--- src/float_pkg.sv ---
package float_pkg;

    // ieee 754 single precision layout
    localparam int float_width = 32;
    localparam int exp_width   = 8;
    localparam int frac_width  = 23;

    // fraction plus the hidden leading one
    localparam int mant_width  = frac_width + 1;

    localparam int exp_bias    = 127;

    // one float word, read either as raw bits or as its fields
    typedef union packed {
        logic [float_width-1:0] bits;
        struct packed {
            logic                  sign;
            logic [exp_width-1:0]  exp;
            logic [frac_width-1:0] frac;
        } fields;
    } float_t;

endpackage
--- src/float_mul_pipeline.sv ---
`timescale 1ns/1ps

module float_mul_pipeline #(
    parameter int bits_per_cycle = 1
) (
    input  logic                               clk,
    input  logic                               rst_n,
    input  logic                               req,
    input  logic [float_pkg::float_width-1:0]  a,
    input  logic [float_pkg::float_width-1:0]  b,
    output logic                               ack,
    output logic [float_pkg::float_width-1:0]  out
);

    // control strobes
    logic load;
    logic start;
    logic finish;
    logic zero_result;
    logic mul_done;

    // unpacked operand fields
    logic                                   sign_p;
    logic signed [float_pkg::exp_width+1:0] exp_sum;
    logic [float_pkg::mant_width-1:0]       mant_a;
    logic [float_pkg::mant_width-1:0]       mant_b;
    logic                                   is_zero;

    logic [2*float_pkg::mant_width-1:0]     product;

    float_unpack u_unpack (
        .clk     (clk),
        .rst_n   (rst_n),
        .load    (load),
        .a       (a),
        .b       (b),
        .sign_p  (sign_p),
        .exp_sum (exp_sum),
        .mant_a  (mant_a),
        .mant_b  (mant_b),
        .is_zero (is_zero)
    );

    float_mul_ctrl #(
        .bits_per_cycle (bits_per_cycle)
    ) u_ctrl (
        .clk         (clk),
        .rst_n       (rst_n),
        .req         (req),
        .is_zero     (is_zero),
        .mul_done    (mul_done),
        .load        (load),
        .start       (start),
        .finish      (finish),
        .zero_result (zero_result),
        .ack         (ack)
    );

    mantissa_mul #(
        .bits_per_cycle (bits_per_cycle)
    ) u_mul (
        .clk      (clk),
        .rst_n    (rst_n),
        .start    (start),
        .mant_a   (mant_a),
        .mant_b   (mant_b),
        .mul_done (mul_done),
        .product  (product)
    );

    float_normalize u_norm (
        .clk         (clk),
        .rst_n       (rst_n),
        .finish      (finish),
        .zero_result (zero_result),
        .sign_p      (sign_p),
        .exp_sum     (exp_sum),
        .product     (product),
        .out         (out)
    );

endmodule

--- src/float_mul_ctrl.sv ---
`timescale 1ns/1ps

module float_mul_ctrl #(
    parameter int bits_per_cycle = 1
) (
    input  logic clk,
    input  logic rst_n,
    input  logic req,
    input  logic is_zero,
    input  logic mul_done,
    output logic load,
    output logic start,
    output logic finish,
    output logic zero_result,
    output logic ack
);

    // give up on the multiplier a few cycles past its nominal run
    localparam int iterations = float_pkg::mant_width / bits_per_cycle;
    localparam int timeout    = iterations + 4;
    localparam int tmo_width  = $clog2(timeout + 1);

    localparam logic [2:0] st_idle      = 3'd0;
    localparam logic [2:0] st_decide    = 3'd1;
    localparam logic [2:0] st_multiply  = 3'd2;
    localparam logic [2:0] st_normalize = 3'd3;
    localparam logic [2:0] st_respond   = 3'd4;

    logic [2:0]           state;
    logic [tmo_width-1:0] wait_cnt;
    logic                 start_q;
    logic                 zero_q;

    // operands captured on the same edge that sees req
    assign load        = req && (state == st_idle);
    assign start       = start_q;
    assign finish      = (state == st_normalize);
    assign zero_result = zero_q;
    assign ack         = (state == st_respond);

    always_ff @(posedge clk) begin
        if (!rst_n) begin
            state    <= st_idle;
            wait_cnt <= '0;
            start_q  <= 1'b0;
            zero_q   <= 1'b0;
        end else begin
            start_q <= 1'b0;
            case (state)
                st_idle: begin
                    if (req) begin
                        state <= st_decide;
                    end
                end
                // unpacked flags are valid here
                st_decide: begin
                    zero_q   <= is_zero;
                    wait_cnt <= '0;
                    if (is_zero) begin
                        state <= st_normalize;
                    end else begin
                        state   <= st_multiply;
                        start_q <= 1'b1;
                    end
                end
                st_multiply: begin
                    if (mul_done) begin
                        state <= st_normalize;
                    end else if (wait_cnt == tmo_width'(timeout)) begin
                        // multiplier stuck, drop the request
                        state <= st_idle;
                    end else begin
                        wait_cnt <= wait_cnt + 1'b1;
                    end
                end
                st_normalize: state <= st_respond;
                st_respond:   state <= st_idle;
                default:      state <= st_idle;
            endcase
        end
    end

endmodule

--- src/float_normalize.sv ---
`timescale 1ns/1ps

module float_normalize (
    input  logic                                    clk,
    input  logic                                    rst_n,
    input  logic                                    finish,
    input  logic                                    zero_result,
    input  logic                                    sign_p,
    input  logic signed [float_pkg::exp_width+1:0]  exp_sum,
    input  logic [2*float_pkg::mant_width-1:0]      product,
    output logic [float_pkg::float_width-1:0]       out
);

    localparam int prod_msb = 2 * float_pkg::mant_width - 1;
    localparam int exp_max  = (1 << float_pkg::exp_width) - 1;

    logic signed [float_pkg::exp_width+1:0] exp_adj;
    logic [float_pkg::frac_width-1:0]       frac_sel;
    float_pkg::float_t                      result;

    // product is in [1, 4), so the leading one is bit 47 or bit 46
    always_comb begin
        if (product[prod_msb]) begin
            frac_sel = product[prod_msb-1 -: float_pkg::frac_width];
            exp_adj  = exp_sum + (float_pkg::exp_width + 2)'(1);
        end else begin
            frac_sel = product[prod_msb-2 -: float_pkg::frac_width];
            exp_adj  = exp_sum;
        end
    end

    // range checks and packing, truncation only
    always_comb begin
        result.fields.sign = sign_p;
        if (zero_result || exp_adj <= 0) begin
            result.fields.exp  = '0;
            result.fields.frac = '0;
        end else if (exp_adj >= exp_max) begin
            // largest finite value
            result.fields.exp  = {{(float_pkg::exp_width-1){1'b1}}, 1'b0};
            result.fields.frac = '1;
        end else begin
            result.fields.exp  = exp_adj[float_pkg::exp_width-1:0];
            result.fields.frac = frac_sel;
        end
    end

    // result register, held until the next finish
    always_ff @(posedge clk) begin
        if (!rst_n) begin
            out <= '0;
        end else if (finish) begin
            out <= result.bits;
        end
    end

endmodule

--- src/mantissa_mul.sv ---
`timescale 1ns/1ps

module mantissa_mul #(
    parameter int bits_per_cycle = 1
) (
    input  logic                                clk,
    input  logic                                rst_n,
    input  logic                                start,
    input  logic [float_pkg::mant_width-1:0]    mant_a,
    input  logic [float_pkg::mant_width-1:0]    mant_b,
    output logic                                mul_done,
    output logic [2*float_pkg::mant_width-1:0]  product
);

    localparam int prod_width = 2 * float_pkg::mant_width;
    localparam int iterations = float_pkg::mant_width / bits_per_cycle;
    localparam int cnt_width  = $clog2(iterations + 1);

    logic                                busy;
    logic [cnt_width-1:0]                count;
    logic [prod_width-1:0]               mcand;
    logic [float_pkg::mant_width-1:0]    mplier;
    logic [prod_width-1:0]               acc;
    logic [prod_width-1:0]               partial;

    // sum of the partial products for the low multiplier bits
    always_comb begin
        partial = '0;
        for (int i = 0; i < bits_per_cycle; i++) begin
            if (mplier[i]) begin
                partial = partial + (mcand << i);
            end
        end
    end

    always_ff @(posedge clk) begin
        if (!rst_n) begin
            busy     <= 1'b0;
            count    <= '0;
            mul_done <= 1'b0;
        end else begin
            mul_done <= 1'b0;
            if (start) begin
                busy  <= 1'b1;
                count <= cnt_width'(iterations);
            end else if (busy) begin
                count <= count - 1'b1;
                // last step, acc is final after this edge
                if (count == cnt_width'(1)) begin
                    busy     <= 1'b0;
                    mul_done <= 1'b1;
                end
            end
        end
    end

    // datapath, cleared on every start
    always_ff @(posedge clk) begin
        if (start) begin
            mcand  <= {{float_pkg::mant_width{1'b0}}, mant_a};
            mplier <= mant_b;
            acc    <= '0;
        end else if (busy) begin
            acc    <= acc + partial;
            mcand  <= mcand << bits_per_cycle;
            mplier <= mplier >> bits_per_cycle;
        end
    end

    // acc stays put once busy drops
    assign product = acc;

endmodule

--- src/float_unpack.sv ---
`timescale 1ns/1ps

module float_unpack (
    input  logic                                clk,
    input  logic                                rst_n,
    input  logic                                load,
    input  logic [float_pkg::float_width-1:0]   a,
    input  logic [float_pkg::float_width-1:0]   b,
    output logic                                sign_p,
    output logic signed [float_pkg::exp_width+1:0] exp_sum,
    output logic [float_pkg::mant_width-1:0]    mant_a,
    output logic [float_pkg::mant_width-1:0]    mant_b,
    output logic                                is_zero
);

    float_pkg::float_t fa;
    float_pkg::float_t fb;

    logic signed [float_pkg::exp_width+1:0] exp_a_ext;
    logic signed [float_pkg::exp_width+1:0] exp_b_ext;
    logic signed [float_pkg::exp_width+1:0] bias_ext;

    assign fa = a;
    assign fb = b;

    // two guard bits keep the sum and the negative range
    assign exp_a_ext = {2'b00, fa.fields.exp};
    assign exp_b_ext = {2'b00, fb.fields.exp};
    assign bias_ext  = (float_pkg::exp_width + 2)'(float_pkg::exp_bias);

    // zero flag steers the controller
    always_ff @(posedge clk) begin
        if (!rst_n) begin
            is_zero <= 1'b0;
        end else if (load) begin
            // denormals fall in here too
            is_zero <= (fa.fields.exp == '0) || (fb.fields.exp == '0);
        end
    end

    // operand fields, held until the next accepted request
    always_ff @(posedge clk) begin
        if (load) begin
            sign_p  <= fa.fields.sign ^ fb.fields.sign;
            exp_sum <= exp_a_ext + exp_b_ext - bias_ext;
            mant_a  <= {1'b1, fa.fields.frac};
            mant_b  <= {1'b1, fb.fields.frac};
        end
    end

endmodule

--- config.mk ---
export PLATFORM = sky130hd
export DESIGN_NAME = float_mul_pipeline
export DESIGN_NICKNAME = d
export VERILOG_FILES = /design/src/float_pkg.sv /design/src/float_mul_pipeline.sv /design/src/float_mul_ctrl.sv /design/src/float_normalize.sv /design/src/mantissa_mul.sv /design/src/float_unpack.sv
export SDC_FILE = /design/constraint.sdc
export NUM_CORES = 1
export LEC_CHECK = 0
export BUFFER_PORTS_ARGS = -buffer_cell sky130_fd_sc_hd__buf_2
export CELL_PAD_IN_SITES_DETAIL_PLACEMENT = 1
export CELL_PAD_IN_SITES_GLOBAL_PLACEMENT = 2
export CORE_UTILIZATION = 35
export CTS_CLUSTER_DIAMETER = 100
export CTS_CLUSTER_SIZE = 10
export DETAILED_ROUTE_END_ITERATION = 8
export GPL_TIMING_DRIVEN = 0
export PLACE_DENSITY = 0.82
export SLEW_MARGIN = 25
export SYNTH_ARGS = -nofsm -noshare
export SYNTH_HDL_FRONTEND = slang
export SYNTH_SLANG_ARGS = --single-unit
--- constraint.sdc ---
create_clock -name clk -period 6.9 [get_ports clk]
set_input_delay 0 -clock clk [delete_from_list [all_inputs] [get_ports clk]]
set_output_delay 0 -clock clk [all_outputs]
set_load 0.02 [all_outputs]
Yosys cells after proc, flatten, opt, wreduce, memory -nomap -nowiden
Cells that the tools add are included.
{"block": "totals", "register_bits": 227, "latchBits": 0, "mem_bits_rw": 0, "mem_bits_ro": 0, "in_bits": 67, "out_inout_bits": 33, "mem_count": 0}
{"block": "classes", "addsub": 6, "n_mul": 0, "div": 0, "n_lt_le_gt_ge": 2, "n_eq_ne": 10, "shift": 0, "mux": 24, "bitwise_logic": 3, "reduce_logical": 13}
{"op": "two-way mux 23 bit", "count": 3}
{"op": "two-way mux 31 bit", "count": 2}
{"op": "adder 48 bit", "count": 1}
{"op": "two-way mux 24 bit", "count": 2}
{"op": "two-way mux 48 bit", "count": 1}
{"op": "two-way mux 5 bit", "count": 4}
{"op": "zero test 8 bit", "count": 2}
{"op": "case mux 3 bit (4 select lines)", "count": 1}
{"op": "adder 10 x 2 -> 10 bit (second input constant)", "count": 1}
{"op": ">= comparator 10 x 9 -> 1 bit (second input constant)", "count": 1}
{"op": "less-or-equal comparator 10 x 1 -> 1 bit (second input constant)", "count": 1}
{"op": "two-way mux 10 bit", "count": 1}
{"op": "case mux 5 bit (2 select lines)", "count": 1}
{"op": "subtractor 10 x 8 -> 10 bit (second input constant)", "count": 1}
{"op": "adder 8 x 8 -> 9 bit", "count": 1}
{"op": "two-way mux 3 bit", "count": 3}
{"op": "== test 3 x 2 -> 1 bit (second input constant)", "count": 2}
{"op": "two-way mux 1 bit", "count": 6}
{"op": "inequality test 2 bit (second input constant)", "count": 3}
{"op": "adder 5 x 1 -> 5 bit (second input constant)", "count": 1}
{"op": "== test 5 x 1 -> 1 bit (second input constant)", "count": 1}
{"op": "== test 5 bit (second input constant)", "count": 1}
{"op": "subtractor 5 x 1 -> 5 bit (second input constant)", "count": 1}
{"op": "AND reduction 2 bit", "count": 2}
{"op": "12 further kinds", "count": 15}

Longest topological paths before layout
{"block": "depth", "word_depth": 5, "mapped_depth": 14}

Cells and area by module
From an unflattened synthesis, not the netlist that was laid out.
{"block": "unflattened", "hier_cells": 1200, "hier_area_um2": 12590.8}
{"mod": "mantissa_mul", "instances": 1, "cells_each": 784, "area_per_inst_um2": 7827.5, "seq_area_each_um2": 3022.9}
{"mod": "float_unpack", "instances": 1, "cells_each": 117, "area_per_inst_um2": 2210.9, "seq_area_each_um2": 1731.7}
{"mod": "float_normalize", "instances": 1, "cells_each": 235, "area_per_inst_um2": 2016.9, "seq_area_each_um2": 640.6}
{"mod": "float_mul_ctrl", "instances": 1, "cells_each": 64, "area_per_inst_um2": 535.5, "seq_area_each_um2": 200.2}

Least setup slack after synthesis
OpenSTA, ideal clock, no wires.
{"block": "synth_path", "path_kind": "flip-flop to flip-flop", "start": "reg u_ctrl.state[0]", "end": "reg u_unpack.is_zero", "setup_time_ns": 0.097, "t_arrival_ns": 7.069, "required_time_ns": 6.803, "slack_ns": -0.266, "stages_incl_launch_ff": 4, "path_buffers": 0, "synth_period_minus_slack_ns": 7.166, "cell_sequence": "dfxtp_1 > nor4b_1 > o21ai_0 > a31oi_1"}
{"block": "synth_via", "elab_chain_len": 2}
{"element": "start: declaration", "line_no": "float_mul_ctrl.sv:29", "text": "logic [2:0] state;"}
{"element": "start signal: assignment", "line_no": "float_mul_ctrl.sv:43", "text": "state <= st_idle;"}
{"element": "start signal: assignment", "line_no": "float_mul_ctrl.sv:52", "text": "state <= st_decide;"}
{"element": "start signal: assignment", "line_no": "float_mul_ctrl.sv:60", "text": "state <= st_normalize;"}
{"element": "zero test 3 bit", "line_no": "float_mul_ctrl.sv:35", "text": "assign load = req && (state == st_idle);"}
{"element": "logical AND 1 bit", "line_no": "float_mul_ctrl.sv:35"}
{"element": "named net load", "line_no": "float_mul_pipeline.sv:16", "text": "logic load;"}
{"element": "end signal: assignment", "line_no": "float_unpack.sv:37", "text": "is_zero <= (fa.fields.exp == '0) || (fb.fields.exp == '0);"}
{"element": "end: declaration", "line_no": "float_unpack.sv:13", "text": "output logic is_zero"}
The timed path passes the listed nets, and every way through them passes these cells.
A chain may end at the register's enable or synchronous reset.

Final worst setup path
{"block": "layout_path", "start": "reg u_mul.mplier[0] in the netlist's numbering", "end": "reg u_mul.acc[46], in the netlist u_mul.product[46]"}
{"block": "layout_via", "elab_chain_len": 2}
{"element": "start: declaration", "line_no": "mantissa_mul.sv:22", "text": "logic [float_pkg::mant_width-1:0] mplier;"}
{"element": "start signal: assignment", "line_no": "mantissa_mul.sv:61", "text": "mplier <= mant_b;"}
{"element": "start signal: assignment", "line_no": "mantissa_mul.sv:66", "text": "mplier <= mplier >> bits_per_cycle;"}
{"element": "two-way mux 48 bit", "line_no": "mantissa_mul.sv:30", "text": "if (mplier[i]) begin"}
{"element": "adder 48 bit", "line_no": "mantissa_mul.sv:64", "text": "acc <= acc + partial;"}
{"element": "end signal: assignment", "line_no": "mantissa_mul.sv:64"}
{"element": "end: declaration", "line_no": "mantissa_mul.sv:23", "text": "logic [prod_width-1:0] acc;"}
No other way between the ends.

==> results.tsv <==
stage	metric	value	unit
worst_setup_path	Largest stage delay, worst path	0.53	ns
sta	Hold Fails Final Rpt	0	
global_route	largest net degree at the start of global routing	49	
place	dpl cells	1758	
routing	Detail Route Antenna Nets	0	
logic_synthesis	Main synth FF type	dfxtp_1	
worst_setup_path	Critical Path Start Type	register	
routing	total wire length	32300	um
logic_synthesis	EDFF count, synth	105	
cts	H-tree depth	1	
logic_synthesis	top post-synthesis cells by area	edfxtp_1, dfxtp_1, ha_1	
routing	WL met3	820	um
routing	DRC Markers	0	
logic_synthesis	Seq cells post-synth	227	
logic_synthesis	Unique masters post-synth	61	
cells_and_area	Area Growth Syn to Fin	20.0	%
worst_setup_path	Crit path top cell by count	o21ai_0	
floorplanning	num ports	100	
sta	Pins Over Slew Limit	0	
place	hpwl dp	24100	um
logic_synthesis	Commonest cells post-synth	dfxtp_1, edfxtp_1, nor2_1	
routing	Pre-antenna DRT Iters	4	
cts	# resized after CTS	0	
run	number of max-cap violations	0	
cts	total clock sinks	227	
logic_synthesis	Cells after Synth	1206	
logic_synthesis	share of the synthesized area in the top cell type	26.1	%
logic_synthesis	syn avg cell area	10.0	sq um
cts	clock latency on the worst-skew pair	0.55	ns
cells_and_area	fin util	43.0	%
routing	vias post-DR	9583	
place	Port Buffers	99	
cts	CTS tree	built	
sta	Post-Route Setup TNS	0	ns
global_route	vias in the first global route	10051	
routing	Iter 0 DRT Violations	420	
sta	worst rel slew slack	46.6	%
worst_setup_path	crit-path cells	clkbuf_1 -> clkbuf_1 -> and2_1 -> ha_1 -> fa_1 -> a21oi_1 -> o22ai_1 -> o2111ai_1 -> a21oi_1 -> o21ai_0 -> o21ai_0 -> a31oi_1 -> xor2_1 -> o21ai_0	
worst_setup_path	Crit-path slowest cell	o21ai_0	
cells_and_area	antenna fix cells	0	
cells_and_area	nets@finish	1525	
min_path	Hold Crit Class	in -> reg	
floorplanning	Die X	188	um
worst_setup_path	worst path bufs/invs	2	
routing	routed wl met2	15500	um
sta	Tcrit/Tclk final	65.0	%
cts	Num CTS Buffers	26	
logic_synthesis	Synth async-reset ratio	0	%
worst_setup_path	Crit. End Element	register	
sta	clock skew	0.0285	ns
logic_synthesis	count leader, synth	dfxtp_1	
global_route	total global-route track usage	18.4	%
sta	Tightest Pin Transition	0.800	ns
status	run status	finished clean	
global_route	first-pass GRT wire length	53000	um
worst_setup_path	Critical Path RT	7.29	ns
routing	routed vias/inst	5.16	
worst_setup_path	Crit Path Category	reg -> reg	
power	worst-case vdd ir drop	0.246	mV
cells_and_area	share of layout cells above drive strength 1	13.4	%
worst_setup_path	Top delay family on crit path	compound AO/OA/AOI/OAI gates	
floorplanning	Die Y	188	um
global_route	total gr overflow	0	
cts	root buf cell	clkbuf_16	
cts	postcts setup bufs	0	
global_route	initial antenna violation count	0	
power	Pleak	5.57	nW
cts	clock-pin slew of the registers on the worst-case setup and hold paths	0.06	ns
floorplanning	Initial Util	35.8	%
logic_synthesis	Yosys warning total	0	
floorplanning	die area	0.0353	sq mm
routing	DRT met1 WL	15400	um
logic_synthesis	sequential fraction of the synthesis area	46.3	%
sta	fin crit period	4.49	ns
routing	Max Used Layer	met4	
sta	fmax	223	MHz
cells_and_area	Cell Count, Final, Fillers Out	1857	
logic_synthesis	cell taking the most area after synthesis	edfxtp_1	
worst_setup_path	crit path DAT	4.87	ns
floorplanning	Core ar.	0.0338	sq mm
cts	Clock Tree Buf Depth	3	
cts	CTS Hold Buffers Added	57	
sta	Final Setup Violations	0	
worst_setup_path	critical-path maximum fanout	10	
logic_synthesis	Post-Syn Area	0.0121	sq mm
sta	RSZ-0062 raised after global routing	false	
logic_synthesis	Synth Net Count	1336	
power	PwrDens	277	mW/mm^2
floorplanning	row count	67	
routing	Avg WL per Cell	17.4	um
place	gpl congestion	0.898	
## cells by family after synthesis
kind of cell	after synthesis	share of synthesized area [%]
AND/OR/NAND/NOR	365	14.7
XOR/XNOR	70	5.07
adder cells (fa/ha/maj)	63	6.64
multiplexers	118	10.3
buffers and inverters	97	3.08
AO/OA/AOI/OAI	266	14.0
flip-flops	227	46.3
## worst min-delay path: stages
cell,delay [ns]
buf_2,0.09
ha_1,0.19
ha_1,0.16
## cells in the final DEF (no fill, tap or decap), types with 47 or more instances in the layout
cell           instances
and2_1                54
clkbuf_1              59
buf_2                103
nor2_1               103
mux2i_1               71
edfxtp_1             105
dfxtp_1              122
ha_1                  61
a21oi_1              102
mux2_2                47
nand2_1               93
dlygate4sd3_1         57
## registers in the layout (all words and copies together) (netlist names), 5 cells and up
name              cells
u_mul.mcand          48
u_mul.product        48
u_norm.out           32
u_mul.mplier         24
u_unpack.mant_a      23
u_unpack.mant_b      23
u_unpack.exp_sum     10
u_ctrl.wait_cnt       5
u_mul.count           5
## layout make-up
cell class	count	area, sq um
Buffer	60	234
Clock inverter	2	35.0
Fill cell	3803	19300
Clock buffer	40	703
Timing Repair Buffer	161	1100
Multi-Input combinational cell	882	6140
Sequential cell	227	5600
Inverter	37	141
Tap cell	448	561
## metal layers
| metal | vias to the layer above | global-route usage, % |
|---|---|---|
| met4 | 0 | 4.19 |
| met5 | - | 0 |
| met3 | 43 | 2.17 |
| li1 | 4767 | - |
| met2 | 125 | 31.7 |
| met1 | 4648 | 24.6 |
## path summary, 6_finish.rpt
kind,from,to,slack (ns),cells after the start
setup / recovery,u_mul.mplier[0]$_DFFE_PP_,u_mul.product[46]$_SDFFE_PP0P_,2.41,14
setup reg to reg,u_mul.mplier[0]$_DFFE_PP_,u_mul.product[46]$_SDFFE_PP0P_,2.41,14
hold / removal,a[23],u_unpack.exp_sum[1]$_DFFE_PP_,0.02,3
hold reg to reg,u_ctrl.start$_SDFF_PN0_,u_mul.mplier[23]$_SDFFCE_PP1P_,0.44,0
## through the flow
stage | total power [W] | hold WS [ns] | cell area (sq um) | setup slack, ns
floorplan | 0.00250 | 0.0989 | 12100 | 2.71
global placement | 0.00275 | 0.177 | 13200 | 1.21
detailed placement | 0.00280 | 0.178 | 13200 | 2.42
CTS | 0.00407 | 0.0144 | 14500 | 2.38
global route | 0.00426 | 0.0324 | 14500 | 2.07
finish | 0.00402 | 0.0184 | 14500 | 2.41
## power by group
group	total, W	internal, W	switching, W
Clock	0.00123	0.000697	0.000537
Sequential	0.00176	0.00163	0.000128
Combinational	0.00103	0.000419	0.000609
Total	0.00402	0.00275	0.00127
Note: power is estimated with default switching activity, not from simulation.
